### src/sync_pkg.sv
`default_nettype none

package sync_pkg;

	// ########################################################################
	// Widths
	// ########################################################################

	localparam int TS_W   = 16; // Timestamp and result width
	localparam int CNT_W  = 15; // Free counter, top timestamp bit stays zero
	localparam int BYTE_W = 8;
	localparam int ADDR_W = 8;

	// ########################################################################
	// Receive buffer layout, per node frame
	// ########################################################################

	localparam int MSG_LEN   = 16;
	localparam int FLAGS_OFS = 2; // High byte follows at +1
	localparam int TS_OFS    = 4; // Slot k: low at TS_OFS+2k, high at TS_OFS+2k+1

	// Sign history and offset correction
	localparam int SIGN_BIT = 14;
	localparam logic [TS_W-1:0] WRAP_ADD = 16'h8000;

	// Node index width, kept at least one bit wide
	function automatic int node_w(input int nodes);
		return (nodes > 1) ? $clog2(nodes) : 1;
	endfunction

	typedef enum logic [2:0] {
		OP_NONE,
		OP_T0,
		OP_T1,
		OP_T2,
		OP_T3,
		OP_WRAP,
		OP_STORE
	} alu_op_e;

	typedef enum logic [2:0] {
		S_IDLE,
		S_T0,
		S_T1,
		S_T2,
		S_T3,
		S_WRAP,
		S_STORE
	} calc_state_e;

endpackage

`default_nettype wire

### src/calc_if.sv
`timescale 1ns/100ps
`default_nettype none

interface calc_if #(
	parameter int NODES = 4
);
	localparam int NODE_W = sync_pkg::node_w(NODES);

	sync_pkg::alu_op_e         op;
	logic [NODE_W-1:0]         node;
	logic [NODE_W+1:0]         rd_addr; // node*4 + slot
	logic [sync_pkg::TS_W-1:0] rd_data;

	modport fsm (output op, output node, output rd_addr);
	modport mem (input rd_addr, output rd_data);
	modport alu (input op, input node, input rd_data);

endinterface

`default_nettype wire

### src/delay_offset_alu.sv
`timescale 1ns/100ps
`default_nettype none

module delay_offset_alu #(
	parameter int NODES = 4
) (
	input  wire logic                            clk_i,
	input  wire logic                            arst_n_i,
	calc_if.alu                                  alu,
	input  wire logic [sync_pkg::TS_W-1:0]       snap_tx_i,
	input  wire logic [sync_pkg::TS_W-1:0]       snap_rx_i,
	output logic      [NODES*sync_pkg::TS_W-1:0] clock_offsets_o,
	output logic      [NODES*sync_pkg::TS_W-1:0] comm_delays_o
);

	logic [sync_pkg::TS_W-1:0] delay_q;
	logic [sync_pkg::TS_W-1:0] offset_q;
	logic [3:0]                sign_q;   // a in bit 0 after four steps
	logic [sync_pkg::TS_W-1:0] operand;
	logic                      wrap;
	logic [sync_pkg::TS_W-1:0] delay_r  [NODES];
	logic [sync_pkg::TS_W-1:0] offset_r [NODES];

	// Node 0 takes c and d from the frozen local captures
	always_comb begin
		operand = alu.rd_data;
		if (alu.node == '0) begin
			if (alu.op == sync_pkg::OP_T2)
				operand = snap_tx_i;
			else if (alu.op == sync_pkg::OP_T3)
				operand = snap_rx_i;
		end
	end

	assign wrap = (sign_q == 4'b0100) || (sign_q == 4'b0010) || (sign_q == 4'b0111);

	always_ff @(posedge clk_i or negedge arst_n_i) begin
		if (!arst_n_i) begin
			delay_q  <= '0;
			offset_q <= '0;
			sign_q   <= '0;
			for (int n = 0; n < NODES; n++) begin
				delay_r[n]  <= '0;
				offset_r[n] <= '0;
			end
		end else begin
			case (alu.op)
				sync_pkg::OP_T0: begin
					delay_q  <= operand; // Fresh sums per node
					offset_q <= operand;
					sign_q   <= {operand[sync_pkg::SIGN_BIT], sign_q[3:1]};
				end
				sync_pkg::OP_T1: begin
					delay_q  <= delay_q - operand;
					offset_q <= offset_q + operand;
					sign_q   <= {operand[sync_pkg::SIGN_BIT], sign_q[3:1]};
				end
				sync_pkg::OP_T2: begin
					delay_q  <= delay_q - operand;
					offset_q <= offset_q - operand;
					sign_q   <= {operand[sync_pkg::SIGN_BIT], sign_q[3:1]};
				end
				sync_pkg::OP_T3: begin
					delay_q  <= delay_q + operand;
					offset_q <= offset_q - operand;
					sign_q   <= {operand[sync_pkg::SIGN_BIT], sign_q[3:1]};
				end
				sync_pkg::OP_WRAP: begin
					if (wrap)
						offset_q <= offset_q + sync_pkg::WRAP_ADD;
				end
				sync_pkg::OP_STORE: begin
					delay_r[alu.node]  <= delay_q;
					offset_r[alu.node] <= offset_q;
				end
				default: ;
			endcase
		end
	end

	always_comb begin
		for (int n = 0; n < NODES; n++) begin
			comm_delays_o[n*sync_pkg::TS_W +: sync_pkg::TS_W]   = delay_r[n];
			clock_offsets_o[n*sync_pkg::TS_W +: sync_pkg::TS_W] = offset_r[n];
		end
	end

endmodule

`default_nettype wire

### src/master_sync_top.sv
`timescale 1ns/100ps
`default_nettype none

module master_sync_top #(
	parameter int NODES    = 4,
	parameter int MSG_BASE = 32
) (
	input  wire logic                            clk_i,
	input  wire logic                            arst_n_i,
	input  wire logic                            pulse_cycle_i,
	input  wire logic                            snap_tx_i,
	input  wire logic                            snap_rx_i,
	input  wire logic                            rx_we_i,
	input  wire logic [sync_pkg::ADDR_W-1:0]     rx_addr_i,
	input  wire logic [sync_pkg::BYTE_W-1:0]     rx_data_i,
	output logic      [sync_pkg::TS_W-1:0]       local_time_o,
	output logic      [NODES*sync_pkg::TS_W-1:0] clock_offsets_o,
	output logic      [NODES*sync_pkg::TS_W-1:0] comm_delays_o,
	output logic      [NODES-1:0]                rx_ok_o,
	output logic      [NODES-1:0]                sync_ok_o,
	output logic      [NODES-1:0]                slave_rdy_o,
	output logic      [NODES-1:0]                scope_trig_o
);

	logic                      busy;
	logic [sync_pkg::TS_W-1:0] snap_tx;
	logic [sync_pkg::TS_W-1:0] snap_rx;

	calc_if #(.NODES(NODES)) calc ();

	timestamp_counter u_counter (
		.clk_i         (clk_i),
		.arst_n_i      (arst_n_i),
		.snap_tx_i     (snap_tx_i),
		.snap_rx_i     (snap_rx_i),
		.pulse_cycle_i (pulse_cycle_i),
		.local_time_o  (local_time_o),
		.snap_tx_o     (snap_tx),
		.snap_rx_o     (snap_rx)
	);

	ts_capture #(.NODES(NODES), .MSG_BASE(MSG_BASE)) u_capture (
		.clk_i         (clk_i),
		.arst_n_i      (arst_n_i),
		.pulse_cycle_i (pulse_cycle_i),
		.busy_i        (busy),
		.rx_addr_i     (rx_addr_i),
		.rx_data_i     (rx_data_i),
		.rx_we_i       (rx_we_i),
		.mem           (calc.mem),
		.rx_ok_o       (rx_ok_o),
		.sync_ok_o     (sync_ok_o),
		.slave_rdy_o   (slave_rdy_o),
		.scope_trig_o  (scope_trig_o)
	);

	sync_calc_fsm #(.NODES(NODES)) u_fsm (
		.clk_i         (clk_i),
		.arst_n_i      (arst_n_i),
		.pulse_cycle_i (pulse_cycle_i),
		.ctl           (calc.fsm),
		.busy_o        (busy)
	);

	delay_offset_alu #(.NODES(NODES)) u_alu (
		.clk_i           (clk_i),
		.arst_n_i        (arst_n_i),
		.alu             (calc.alu),
		.snap_tx_i       (snap_tx),
		.snap_rx_i       (snap_rx),
		.clock_offsets_o (clock_offsets_o),
		.comm_delays_o   (comm_delays_o)
	);

endmodule

`default_nettype wire

### src/sync_calc_fsm.sv
`timescale 1ns/100ps
`default_nettype none

module sync_calc_fsm #(
	parameter int NODES = 4
) (
	input  wire logic clk_i,
	input  wire logic arst_n_i,
	input  wire logic pulse_cycle_i,
	calc_if.fsm       ctl,
	output logic      busy_o
);

	localparam int NODE_W = sync_pkg::node_w(NODES);

	sync_pkg::calc_state_e state_q;
	logic [NODE_W-1:0]     node_q;
	logic [NODE_W+1:0]     base;

	assign base     = {node_q, 2'b00};
	assign busy_o   = (state_q != sync_pkg::S_IDLE);
	assign ctl.node = node_q;

	always_ff @(posedge clk_i or negedge arst_n_i) begin
		if (!arst_n_i) begin
			state_q <= sync_pkg::S_IDLE;
			node_q  <= '0;
		end else begin
			case (state_q)
				sync_pkg::S_IDLE: begin
					node_q <= '0;
					if (pulse_cycle_i)
						state_q <= sync_pkg::S_T0;
				end
				sync_pkg::S_T0:   state_q <= sync_pkg::S_T1;
				sync_pkg::S_T1:   state_q <= sync_pkg::S_T2;
				sync_pkg::S_T2:   state_q <= sync_pkg::S_T3;
				sync_pkg::S_T3:   state_q <= sync_pkg::S_WRAP;
				sync_pkg::S_WRAP: state_q <= sync_pkg::S_STORE;
				sync_pkg::S_STORE: begin
					node_q <= node_q + 1'b1;
					if (node_q == NODE_W'(NODES - 1))
						state_q <= sync_pkg::S_IDLE; // Last node done
					else
						state_q <= sync_pkg::S_T0;
				end
				default: state_q <= sync_pkg::S_IDLE;
			endcase
		end
	end

	// Opcode and read slot follow the state
	always_comb begin
		ctl.op      = sync_pkg::OP_NONE;
		ctl.rd_addr = base;
		case (state_q)
			sync_pkg::S_T0: ctl.op = sync_pkg::OP_T0;
			sync_pkg::S_T1: begin
				ctl.op      = sync_pkg::OP_T1;
				ctl.rd_addr = base + 1'b1;
			end
			sync_pkg::S_T2: begin
				ctl.op      = sync_pkg::OP_T2;
				ctl.rd_addr = base - 2'd2; // Slot 2 of previous node
			end
			sync_pkg::S_T3: begin
				ctl.op      = sync_pkg::OP_T3;
				ctl.rd_addr = base - 1'b1;
			end
			sync_pkg::S_WRAP:  ctl.op = sync_pkg::OP_WRAP;
			sync_pkg::S_STORE: ctl.op = sync_pkg::OP_STORE;
			default: ;
		endcase
	end

endmodule

`default_nettype wire

### src/timestamp_counter.sv
`timescale 1ns/100ps
`default_nettype none

module timestamp_counter (
	input  wire logic                      clk_i,
	input  wire logic                      arst_n_i,
	input  wire logic                      snap_tx_i,
	input  wire logic                      snap_rx_i,
	input  wire logic                      pulse_cycle_i,
	output logic      [sync_pkg::TS_W-1:0] local_time_o,
	output logic      [sync_pkg::TS_W-1:0] snap_tx_o,
	output logic      [sync_pkg::TS_W-1:0] snap_rx_o
);

	logic [sync_pkg::CNT_W-1:0] cnt_q;
	logic [sync_pkg::TS_W-1:0]  tx_cap_q;
	logic [sync_pkg::TS_W-1:0]  rx_cap_q;

	assign local_time_o = {{(sync_pkg::TS_W - sync_pkg::CNT_W){1'b0}}, cnt_q};

	always_ff @(posedge clk_i or negedge arst_n_i) begin
		if (!arst_n_i) begin
			cnt_q     <= '0;
			tx_cap_q  <= '0;
			rx_cap_q  <= '0;
			snap_tx_o <= '0;
			snap_rx_o <= '0;
		end else begin
			cnt_q <= cnt_q + 1'b1; // Wraps at 2^15
			if (snap_tx_i)
				tx_cap_q <= local_time_o;
			if (snap_rx_i)
				rx_cap_q <= local_time_o;
			// Freeze for the calculation of this cycle
			if (pulse_cycle_i) begin
				snap_tx_o <= tx_cap_q;
				snap_rx_o <= rx_cap_q;
			end
		end
	end

endmodule

`default_nettype wire

### src/ts_capture.sv
`timescale 1ns/100ps
`default_nettype none

module ts_capture #(
	parameter int NODES    = 4,
	parameter int MSG_BASE = 32
) (
	input  wire logic                        clk_i,
	input  wire logic                        arst_n_i,
	input  wire logic                        pulse_cycle_i,
	input  wire logic                        busy_i,
	input  wire logic [sync_pkg::ADDR_W-1:0] rx_addr_i,
	input  wire logic [sync_pkg::BYTE_W-1:0] rx_data_i,
	input  wire logic                        rx_we_i,
	calc_if.mem                              mem,
	output logic      [NODES-1:0]            rx_ok_o,
	output logic      [NODES-1:0]            sync_ok_o,
	output logic      [NODES-1:0]            slave_rdy_o,
	output logic      [NODES-1:0]            scope_trig_o
);

	localparam int SLOT_W = sync_pkg::node_w(NODES) + 2;

	logic [sync_pkg::BYTE_W-1:0] ts_lo [NODES*4];
	logic [sync_pkg::BYTE_W-1:0] ts_hi [NODES*4];
	logic [15:0]                 flags_q [NODES];

	logic [NODES-1:0]  rdy1_q;
	logic [NODES-1:0]  rdy2_q;
	logic [NODES-1:0]  rdy1_d;
	logic [NODES-1:0]  rdy2_d;
	logic [NODES-1:0]  prev_ok;
	logic [NODES-1:0]  rx_both;
	logic [NODES-1:0]  flag_lo_we;
	logic [NODES-1:0]  flag_hi_we;
	logic              ts_lo_we;
	logic              ts_hi_we;
	logic [SLOT_W-1:0] wr_slot;
	logic              accept;

	assign accept  = pulse_cycle_i & ~busy_i;
	assign rx_both = rdy1_q & rdy2_q;

	assign mem.rd_data = {ts_hi[mem.rd_addr], ts_lo[mem.rd_addr]};

	// ########################################################################
	// Address decode and readiness chain
	// ########################################################################

	always_comb begin
		prev_ok[0] = 1'b1;
		for (int n = 1; n < NODES; n++)
			prev_ok[n] = rdy1_q[n-1] & rdy2_q[n-1]; // Previous node complete

		rdy1_d     = rdy1_q;
		rdy2_d     = rdy2_q;
		ts_lo_we   = 1'b0;
		ts_hi_we   = 1'b0;
		flag_lo_we = '0;
		flag_hi_we = '0;
		wr_slot    = '0;

		for (int n = 0; n < NODES; n++) begin
			if (int'(rx_addr_i) == MSG_BASE + n * sync_pkg::MSG_LEN + sync_pkg::FLAGS_OFS)
				flag_lo_we[n] = rx_we_i;
			if (int'(rx_addr_i) == MSG_BASE + n * sync_pkg::MSG_LEN + sync_pkg::FLAGS_OFS + 1)
				flag_hi_we[n] = rx_we_i;

			for (int k = 0; k < 4; k++) begin
				if (int'(rx_addr_i) ==
						MSG_BASE + n * sync_pkg::MSG_LEN + sync_pkg::TS_OFS + 2 * k) begin
					ts_lo_we = rx_we_i;
					wr_slot  = SLOT_W'(n * 4 + k);
					if (rx_we_i && prev_ok[n])
						rdy1_d[n] = 1'b1;
				end
				if (int'(rx_addr_i) ==
						MSG_BASE + n * sync_pkg::MSG_LEN + sync_pkg::TS_OFS + 2 * k + 1) begin
					ts_hi_we = rx_we_i;
					wr_slot  = SLOT_W'(n * 4 + k);
					if (rx_we_i && prev_ok[n] && rdy1_q[n])
						rdy2_d[n] = 1'b1; // Only after a low byte
				end
			end
		end
	end

	always_ff @(posedge clk_i) begin
		if (ts_lo_we)
			ts_lo[wr_slot] <= rx_data_i;
		if (ts_hi_we)
			ts_hi[wr_slot] <= rx_data_i;
	end

	// ########################################################################
	// Flags and status latch
	// ########################################################################

	always_ff @(posedge clk_i or negedge arst_n_i) begin
		if (!arst_n_i) begin
			rdy1_q       <= '0;
			rdy2_q       <= '0;
			rx_ok_o      <= '0;
			sync_ok_o    <= '0;
			slave_rdy_o  <= '0;
			scope_trig_o <= '0;
			for (int n = 0; n < NODES; n++)
				flags_q[n] <= '0;
		end else if (accept) begin
			rx_ok_o <= rx_both;
			for (int n = 0; n < NODES; n++) begin
				sync_ok_o[n]    <= rx_both[n] & flags_q[n][0];
				slave_rdy_o[n]  <= rx_both[n] & flags_q[n][0] & flags_q[n][1];
				scope_trig_o[n] <= rx_both[n] & flags_q[n][2];
				flags_q[n]      <= '0;
			end
			rdy1_q <= '0; // New cycle starts empty
			rdy2_q <= '0;
		end else begin
			rdy1_q <= rdy1_d;
			rdy2_q <= rdy2_d;
			for (int n = 0; n < NODES; n++) begin
				if (flag_lo_we[n])
					flags_q[n][7:0] <= rx_data_i;
				if (flag_hi_we[n])
					flags_q[n][15:8] <= rx_data_i;
			end
		end
	end

endmodule

`default_nettype wire
### config.mk
export PLATFORM = sky130hd
export DESIGN_NAME = master_sync_top
export DESIGN_NICKNAME = d
export VERILOG_FILES = /design/src/sync_pkg.sv /design/src/calc_if.sv /design/src/delay_offset_alu.sv /design/src/master_sync_top.sv /design/src/sync_calc_fsm.sv /design/src/timestamp_counter.sv /design/src/ts_capture.sv
export SDC_FILE = /design/constraint.sdc
export NUM_CORES = 1
export LEC_CHECK = 0
export ABC_AREA = 1
export BUFFER_PORTS_ARGS = -buffer_cell sky130_fd_sc_hd__buf_2
export CORE_MARGIN = 3
export CORE_UTILIZATION = 30
export CTS_CLUSTER_SIZE = 12
export DETAILED_ROUTE_END_ITERATION = 8
export GPL_ROUTABILITY_DRIVEN = 0
export PLACE_DENSITY = 0.43
export SLEW_MARGIN = 0
export SYNTH_ARGS = -nofsm -noshare
export SYNTH_HDL_FRONTEND = slang
export SYNTH_SLANG_ARGS = --single-unit
### constraint.sdc
create_clock -name clk_i -period 5.8 [get_ports clk_i]
set_input_delay 0.58 -clock clk_i [delete_from_list [all_inputs] [get_ports clk_i]]
set_output_delay 0.58 -clock clk_i [all_outputs]
set_load 0.05 [all_outputs]
After elaboration in Yosys (flattened, before gate mapping) --
Memory sizes are Yosys's and may differ from the RTL's. Cells that the tools add are included.
Storage, ports and cells: register bits 280, bits in latches 0, bits in writable memories 256, bits in read-only memories 0, bits of input ports 22, output and inout bits 160, logic and storage cells 305, memories kept 2
Memory list:
- u_capture.ts_hi | depth 16, bits a word 8, rd ports 1, clocked after memory_dff 0, wr ports 1, RTL line ts_capture.sv:25 | logic [sync_pkg::BYTE_W-1:0] ts_hi [NODES*4];
- u_capture.ts_lo | depth 16, bits a word 8, rd ports 1, clocked after memory_dff 0, wr ports 1, RTL line ts_capture.sv:24 | logic [sync_pkg::BYTE_W-1:0] ts_lo [NODES*4];
Operators by class: add/sub/neg operators 10, $mul 0, divide/modulo/power cells 0, $lt $le $gt $ge 2, eq/ne operators 57, shift-type cells 0, mux-type cells 163, bitwise gates (word level) 19, reduce and logical (&&, ||, !) cells 24
Operator list (number):
- 8-bit equality test, second input constant | 20
- 8-bit by 7-bit equality test with 1-bit output, second input constant | 19
- 64-bit bitwise mux | 2
- 1-bit 2-to-1 mux | 110
- 16-bit 2-to-1 mux | 5
- 4-bit 2-to-1 mux | 18
- 16-bit case mux with 4 select lines | 1
- 51-bit 2-to-1 mux | 1
- 8-bit 2-to-1 mux | 6
- 16-bit case mux with 3 select lines | 1
- 16-bit adder | 2
- 16-bit demux with 2-bit select | 1
- 16-bit subtractor | 2
- 3-bit 2-to-1 mux | 10
- 3-bit case mux with 7 select lines | 1
- 3-bit equality test, second input constant | 6
- 3-bit case mux with 6 select lines | 1
- 16-bit adder, second input constant | 1
- 1-bit bitwise AND | 16
- 15-bit by 1-bit adder with 15-bit output, second input constant | 1
- 3-bit by 2-bit equality test with 1-bit output, second input constant | 4
- 4-bit case mux with 3 select lines | 1
- 2-bit nonzero test | 5
- 4-bit by 3-bit equality test with 1-bit output, second input constant | 2
- other kinds (25) | 39

Longest topological paths before layout --
Gate-level depths: netlist of run 1.
depth after elaboration 31, depth in mapped cells 40, gate-level depth less buffers 38

By module --
From an unflattened synthesis of run 1, not the netlist that was laid out.
Second synthesis, totals: cell total of the unflattened synthesis 2409, area, all modules 24531.0 µm²
Modules (own cells, without submodules):
- ts_capture | times used 1, cells each 1066, area each 12286.8 µm², seq. area each 8588.2 µm²
- delay_offset_alu | times used 1, cells each 1018, area each 8957.3 µm², seq. area each 4103.9 µm²
- timestamp_counter | times used 1, cells each 279, area each 2972.9 µm², seq. area each 1876.8 µm²
- sync_calc_fsm | times used 1, cells each 46, area each 314.1 µm², seq. area each 125.1 µm²

Worst setup path before layout of run 1 --
Ideal clock, no wire load.
kind reg-to-reg, start point register u_fsm.node_q[0] (netlist: u_fsm.ctl.node[0]), end point register u_alu.delay_q[15] in the netlist's numbering, library setup time 0.118 ns, arrival 4.500 ns, data required time 5.682 ns, slack 1.182 ns, stages on the path, launching flop included 37, buffers on the path 3, period minus slack after synthesis 4.618 ns, cell sequence dfrtp_1 > inv_1 > buf_2 > buf_1 > ha_1 > nand2_1 > nand2_2 > inv_2 > buf_4 > nand3_1 > nand2_1 > nand2_1 > nand3_1 > nand2_1 > inv_1 > ha_1 > nand3_1 > nor3_2 > nand2_1 > nor2_1 > xor2_1 > nand2_1 > o21ai_0 > inv_1 > ha_1 > a21oi_1 > o21ai_0 > a21oi_1 > nand2_1 > a21oi_1 > nor2_1 > nor2_1 > xor2_1 > a21boi_1 > o21ai_1 > nand3_1 > nand2_1
Between the ends: longest elaborated chain between the ends 8, elaborated cells on any way between the ends 13, those cells by class add/sub: 5; mux: 5; reduce/logical: 1; memory: 2
Ends and longest elaborated chain:
- start, declared | RTL line sync_calc_fsm.sv:17 | logic [NODE_W-1:0] node_q;
- start signal, assigned | RTL line sync_calc_fsm.sv:41 | node_q <= node_q + 1'b1;
- 4-bit by 1-bit subtractor with 4-bit output (tied with other cells) | RTL line sync_calc_fsm.sv:68 | ctl.rd_addr = base - 1'b1;
- 4-bit case mux with 3 select lines | RTL line sync_calc_fsm.sv:56 | case (state_q)
- memory read 16 x 8 bit (on tied branches)
- 16-bit 2-to-1 mux | RTL line delay_offset_alu.sv:30 | else if (alu.op == sync_pkg::OP_T3)
- 16-bit 2-to-1 mux | RTL line delay_offset_alu.sv:28 | if (alu.op == sync_pkg::OP_T2)
- 16-bit 2-to-1 mux * | RTL line delay_offset_alu.sv:27 | if (alu.node == '0) begin
- 16-bit adder or 16-bit subtractor (tied branches) | RTL line delay_offset_alu.sv:64, delay_offset_alu.sv:54, delay_offset_alu.sv:59
- 16-bit case mux with 3 select lines * | RTL line delay_offset_alu.sv:47 | case (alu.op)
- end signal, assigned | RTL line delay_offset_alu.sv:49 | delay_q <= operand;
- end signal, assigned | RTL line delay_offset_alu.sv:54 | delay_q <= delay_q - operand;
- end signal, assigned | RTL line delay_offset_alu.sv:64 | delay_q <= delay_q + operand;
- end, declared | RTL line delay_offset_alu.sv:16 | logic [sync_pkg::TS_W-1:0] delay_q;
Mark *: on every way between the ends. The rest lies on a longest branch, timed or not. A chain may end at the register's enable or synchronous reset.

Worst setup path in the final report of run 1 --
start point register u_fsm.state_q[2], end point register u_alu.delay_q[15] in the netlist's numbering
Between the ends: longest elaborated chain between the ends 8, elaborated cells on any way between the ends 22, those cells by class add/sub: 2; eq/ne: 10; mux: 6; reduce/logical: 2; memory: 2
Ends and longest elaborated chain:
- start, declared | RTL line sync_calc_fsm.sv:16 | sync_pkg::calc_state_e state_q;
- start signal, assigned | RTL line sync_calc_fsm.sv:26 | state_q <= sync_pkg::S_IDLE;
- start signal, assigned | RTL line sync_calc_fsm.sv:33 | state_q <= sync_pkg::S_T0;
- start signal, assigned | RTL line sync_calc_fsm.sv:35 | sync_pkg::S_T0: state_q <= sync_pkg::S_T1;
- 3-bit equality test (tied with other cells) | RTL line sync_calc_fsm.sv:56
- 4-bit case mux with 3 select lines or 3-bit case mux with 6 select lines (tied branches) | RTL line sync_calc_fsm.sv:56
- memory read 16 x 8 bit (tied with other cells)
- 16-bit 2-to-1 mux | RTL line delay_offset_alu.sv:30
- 16-bit 2-to-1 mux | RTL line delay_offset_alu.sv:28
- 16-bit 2-to-1 mux | RTL line delay_offset_alu.sv:27
- 16-bit adder or 16-bit subtractor (tied branches) | RTL line delay_offset_alu.sv:64, delay_offset_alu.sv:54, delay_offset_alu.sv:59
- 16-bit case mux with 3 select lines | RTL line delay_offset_alu.sv:47
Parallel ways exist; a longest one is shown, timed or not.

==> impl_metrics.ini, run 1 <==
[outcome]
status = completed

[yosys]
synth_nets = 2561
synth_edf_count = 256
synth_ff_type = dfrtp_1
yosysWarnings = 0
syn_area_sq_um = 24300
ys_async_sr_fraction_pct = 52.2
synth.area.mux_share_pct = 0.833
synth_xor_area_share_pct = 1.19
syn_avg_cell_area_sq_um = 9.73
synth-adder-area-share_pct = 2.02
synth_top_area_share_pct = 31.6
synth_cell_types = 56
synthTopCellsByArea = edfxtp_1 (32%), dfrtp_1 (29%), nand2_1 (8.3%)
synth_top_family_by_area = simple AND/OR/NAND/NOR gates
synth-simple-area-share_pct = 18.5
yosys_register_bits = 536
synth_compound_area_share_pct = 9.83
yosysTopAreaCell = edfxtp_1
synthCells = 2501
ys_seq_area_share_pct = 60.4

[sta]
finalCritPeriodShare_pct = 92.0
tightest_slew_ps = 1340
max_slew_margin_pct = 9.87
drv_slew = 0
hold_viol = 0
skew_ps = 19.5
rsz0062_at_grt = false
setup_viol = 0
hold_slack_ps = 71.6
finalCriticalPeriod_ps = 5340
fmax_ghz = 0.187
setup_tns_ps = 0

[clocking]
insertion_delay_ps = 620
clk_path_buf_depth = 3
path_clk_slew_ps = 60
clock_sinks = 536
root_buffer = clkbuf_16
tritoncts = built
htree_levels = 2
cts_made_buffers = 60

[detailed_routing]
wirelength_microns = 73200
drtIter0Drc = 1272
detail_route.wl_per_cell_microns = 19.4
drtAntennaViolNets = 0
vias_per_cell = 4.78
dr.pass1.iters = 5
vias = 18100
drc = 0

[critical_path]
cp-end-kind = flop
r2r-start = u_fsm.state_q[2]$_DFFE_PN0P_
timing.rr.end = u_alu.delay_q[15]$_DFFE_PN0P_
max_stage_delay_ps = 490
critical_path_class = flop to flop
cpMostUsedCell = nand2_1
crit_fanout = 23
cp.arrival_ps = 5840
start_kind = flop
critical-path-slowest-cell = dfrtp_2
path_delay_family = simple AND/OR/NAND/NOR gates
worstRegToRegCells = 32
crit_start = u_fsm.state_q[2]$_DFFE_PN0P_
r2r_slack_ps = 460
cp.required_ps = 6300
cp_num_buf_inv = 4

[final_layout]
syn2layout_area_growth_pct = 17.5
fin_nets = 2740
drive_gt1_share_pct = 15.0
final_cells = 3779
antenna_cells = 0

[floorplanning]
core_sq_um = 79600
start_util_pct = 30.5
dieArea_sq_um = 84500
num_rows = 103
ios = 182
chipWidth_microns = 291
die_h_microns = 291

[placement]
dp_cells = 3659
place_hpwl_microns = 49000
port_buffers = 180

[grt]
antenna_found_initial = 1
grt_start_max_net_pins = 117
overflow = 0
grt_pass1_wl_microns = 111000
grt_usage_pct = 16.8
grt_pass1_vias = 17900

[flow_run]
cap_violations = 0

[worst_hold_path]
hold_path.class = primary input to asynchronous set/reset pin
## layout make-up
cell class / instances / area [sq um]
clock buffer: 92 / 1830
inverter: 297 / 1120
clock inverter: 19 / 164
tap: 1050 / 1310
timing repair buffer: 237 / 1450
fill: 8041 / 51100
sequential: 536 / 14700
multi-input combinational: 1548 / 8000
## logic make-up after synthesis
logic type               count (synthesis)
other                                    1
AO/OA/AOI/OAI                          434
buffers and inverters                  419
flip-flops                             536
XOR/XNOR                                33
AND/OR/NAND/NOR                       1022
multiplexers                            18
adder cells (fa/ha/maj)                 38
## state kept, by name, indices dropped and copies added (netlist names)
signal	cells
u_alu.delay_q	16
u_alu.sign_q	4
u_capture.flags_q	12
u_capture.ts_lo	128
u_fsm.ctl.node	2
u_counter.tx_cap_q	15
u_fsm.state_q	3
u_capture.slave_rdy_o	4
u_alu.clock_offsets_o	64
u_counter.snap_tx_o	15
u_capture.rdy2_q	4
u_capture.scope_trig_o	4
u_capture.ts_hi	128
u_alu.offset_q	16
u_capture.sync_ok_o	4
u_capture.rdy1_q	4
u_counter.rx_cap_q	15
u_alu.comm_delays_o	64
u_counter.cnt_q	15
u_counter.snap_rx_o	15
u_capture.rx_ok_o	4
## per-layer routing
metal	track usage, %	vias to the layer above	share of wire (%)
met5	0	-	0
met4	4.99	0	2.8
met3	2.38	105	4.4
met2	28.3	447	48
met1	22.5	8761	45
li1	-	8738	-
## metrics by stage
step / utilization [%] / instance area (sq um) / setup WS [ps]
2_1_floorplan: - / 24300 / 1180
3_3_place_gp: 33.1 / 26400 / 323
3_5_place_dp: 33.1 / 26400 / 225
4_1_cts: 35.6 / 28400 / 178
5_1_grt: 35.9 / 28600 / 10.7
6_report: 35.9 / 28600 / 463
## cell usage after synthesis, types with 11 or more instances
master and instances:
nand2_1 536, inv_1 288, dfrtp_1 280, edfxtp_1 256
o21ai_0 256, nand3_1 201, nor2_1 159, a21oi_1 72
nand3b_1 58, clkbuf_1 56, ha_1 36, buf_2 32
xor2_1 25, nor3_1 22, o22ai_1 22, mux2_2 18
o21ai_1 17, buf_4 14, buf_6 12, a31oi_1 11
## cell usage in the layout (no fill, tap or decap), types with 17 or more instances in the layout
cell type / n
clkbuf_16: 64
ha_1: 36
nand3b_1: 58
o21ai_1: 17
o22ai_1: 22
dfrtp_1: 278
nor2_1: 158
inv_1: 288
buf_4: 48
mux2_2: 18
buf_2: 179
nand2_1: 532
o21ai_0: 256
xor2_1: 25
edfxtp_1: 256
nand3_1: 201
clkbuf_8: 17
a21oi_1: 72
## worst register-to-register path, delay by kind of cell, from the launching register on
family	cells	cell delay [ps]
compound gates	7	1100
xor+xnor	1	200
fa+ha+maj	1	320
buf+inv	4	690
flops	1	490
simple gates	19	2440
## worst max path at each step
stage / endpoint / slack (ps) / cells past startpoint
finish: u_alu.delay_q[15]$_DFFE_PN0P_ / 460 / 32
detailed placement: u_alu.delay_q[15]$_DFFE_PN0P_ / 230 / 30
global placement: u_alu.delay_q[15]$_DFFE_PN0P_ / 320 / 30
floorplan: u_alu.delay_q[15]$_DFFE_PN0P_ / 1180 / 36
CTS: u_alu.delay_q[15]$_DFFE_PN0P_ / 180 / 30
global route: u_alu.offset_q[15]$_DFFE_PN0P_ / 10 / 35
## repair_timing
item,in CTS,in global routing
endpoints found under the setup margin,0,7
setup buffers,0,5
gates resized for setup,0,17
hold buffers,0,0
Power of run 1 is left out: the tool's default activity adds up to more than one toggle a clock period on the data nets, which glitch-free logic cannot reach.
==> inputs of run 2 (changes only) <==
--- a/config.mk
+++ b/config.mk
@@ -6,14 +6,13 @@
 export NUM_CORES = 1
 export LEC_CHECK = 0
 export ABC_AREA = 1
-export BUFFER_PORTS_ARGS = -buffer_cell sky130_fd_sc_hd__buf_2
+export BUFFER_PORTS_ARGS = -buffer_cell sky130_fd_sc_hd__buf_4
 export CORE_MARGIN = 3
 export CORE_UTILIZATION = 30
 export CTS_CLUSTER_SIZE = 12
 export DETAILED_ROUTE_END_ITERATION = 8
 export GPL_ROUTABILITY_DRIVEN = 0
-export PLACE_DENSITY = 0.43
-export SLEW_MARGIN = 0
+export PLACE_DENSITY_LB_ADDON = 0.05
 export SYNTH_ARGS = -nofsm -noshare
 export SYNTH_HDL_FRONTEND = slang
 export SYNTH_SLANG_ARGS = --single-unit
==> run 2 against run 1 <==
Compared with the run above: critical path depth is 2 lower; design area grew 1.3%; clock-buffer cell count is the same; die area is the same; flip-flop and latch count did not move; sequential share of layout area down 0.68 points; hold slack got worse by 70 ps; clock skew is 3.9 ps higher; global-route usage increased by 1.6 points; worst setup slack got worse by 28 ps; non-clock buffer count down 2; critical path type unchanged.
==> impl_metrics.ini, run 2 (same netlist as run 1, synthesis figures left out) <==
[final_layout]
final_cells = 3775
syn2layout_area_growth_pct = 19.1
multi_input_area_sq_um = 7980
antenna_cells = 0
fin_nets = 2742
fillers = 8109
final_cell_mix = nand2_1 (532), inv_1 (288), dfrtp_1 (279)
drive_gt1_share_pct = 14.4
final_common_cell = nand2_1
largestRegisters = u_capture.ts_hi: 128 flops, u_capture.ts_lo: 128 flops
seq_area_sq_um = 14700

[grt]
overflow = 0
grt_usage_pct = 18.4
grt_start_max_net_pins = 132
antenna_found_initial = 0
grt_pass1_wl_microns = 120000
grt_pass1_vias = 18400

[clocking]
clock_sinks = 536
root_buffer = clkbuf_16
htree_levels = 3
path_clk_slew_ps = 60
tritoncts = built
insertion_delay_ps = 590
cts_setup_buffers = 0
cts_made_buffers = 66
clk_path_buf_depth = 3

[floorplanning]
die_h_microns = 291
num_rows = 103
start_util_pct = 30.5
dieArea_sq_um = 84500
chipWidth_microns = 291
ios = 182
core_sq_um = 79600

[critical_path]
path_delay_family = simple AND/OR/NAND/NOR gates
cp_num_buf_inv = 3
critical-path-slowest-cell = dfrtp_1
r2r_slack_ps = 430
crit_fanout = 15
cp.required_ps = 6280
start_kind = flop
cp-end-kind = flop
cp.arrival_ps = 5840
max_stage_delay_ps = 520
critical_path_class = flop to flop
cpMostUsedCell = nand2_1

[flow_run]
cap_violations = 0

[detailed_routing]
drtAntennaViolNets = 0
vias = 18200
drtIter0Drc = 1275
drc = 0
vias_per_cell = 4.81
detail_route.wl_per_cell_microns = 20.7
wirelength_microns = 78300
dr.pass1.iters = 5

[placement]
dp_cells = 3664
port_buffers = 180
place_hpwl_microns = 52800

[sta]
skew_ps = 23.4
drv_slew = 0
fmax_ghz = 0.186
finalCritPeriodShare_pct = 92.5
setup_viol = 0
hold_viol = 0
rsz0062_at_grt = false
finalCriticalPeriod_ps = 5370
tightest_slew_ps = 1260
max_slew_margin_pct = 15.4
setup_tns_ps = 0

[outcome]
status = completed

[worst_hold_path]
hold_path.class = primary input to asynchronous set/reset pin
[run 2: changes by cell type in the layout (fill, tap and decap cells not counted), moves of 4 or more]
cell,before,now
buf_4,48,229
buf_2,179,0
clkbuf_8,17,4
clkbuf_1,13,20
clkbuf_16,64,68
clkinv_4,4,0
[run 2: stage by stage]
stage	setup WS, ps	hold WS (ps)	instance area, sq um	utilization (%)
6_report	435	1.23	29000	36.4
5_1_grt	3.33	82.4	29000	36.4
4_1_cts	183	43.1	28900	36.3
3_5_place_dp	235	475	26900	33.7
3_3_place_gp	236	465	26900	33.7
2_1_floorplan	1180	284	24300	-
[run 2: final cells by class]
cell class | count | share of cell area, %
clock buffer | 92 | 6.33
clock inverter | 19 | 0.627
inverter | 297 | 3.89
multi-input combinational | 1546 | 27.6
sequential | 536 | 50.7
tap | 1050 | 4.54
timing repair buffer | 235 | 6.31
[run 2: path summary, 6_finish.rpt]
kind,startpoint,end,cells after the start
max reg2reg,u_fsm.state_q[2]$_DFFE_PN0P_,u_alu.delay_q[15]$_DFFE_PN0P_,30
min,arst_n_i,u_counter.cnt_q[12]$_DFF_PN0_,1
min reg2reg,u_counter.rx_cap_q[2]$_DFFE_PN0P_,u_counter.snap_rx_o[2]$_DFFE_PN0P_,2
max,u_fsm.state_q[2]$_DFFE_PN0P_,u_alu.delay_q[15]$_DFFE_PN0P_,30
max in group asynchronous,arst_n_i,u_fsm.state_q[1]$_DFFE_PN0P_,2
min in group clk_i,rx_we_i,u_capture.rdy1_q[0]$_DFF_PN0_,3
[run 2: metal layers]
metal,track usage [%],up-vias,routed length (microns)
li1,-,8727,-
met1,23.8,8982,34400
met2,32.4,348,39300
met3,2.32,104,2800
met4,4.84,0,1820
met5,0,-,0
[run 2: worst register-to-register path: cells and delay by family (launching register included)]
family	cells	cell delay [ps]
buf+inv	3	580
flops	1	520
fa+ha+maj	1	330
xor+xnor	1	190
simple gates	16	2140
compound gates	9	1500
[run 2: timing repair]
| item | 4_1_cts | 5_1_grt |
|---|---|---|
| gates resized for setup | 0 | 16 |
| setup endpoints to repair | 0 | 5 |
| hold buffers | 0 | 0 |
Power of run 2 is left out for the same reason.
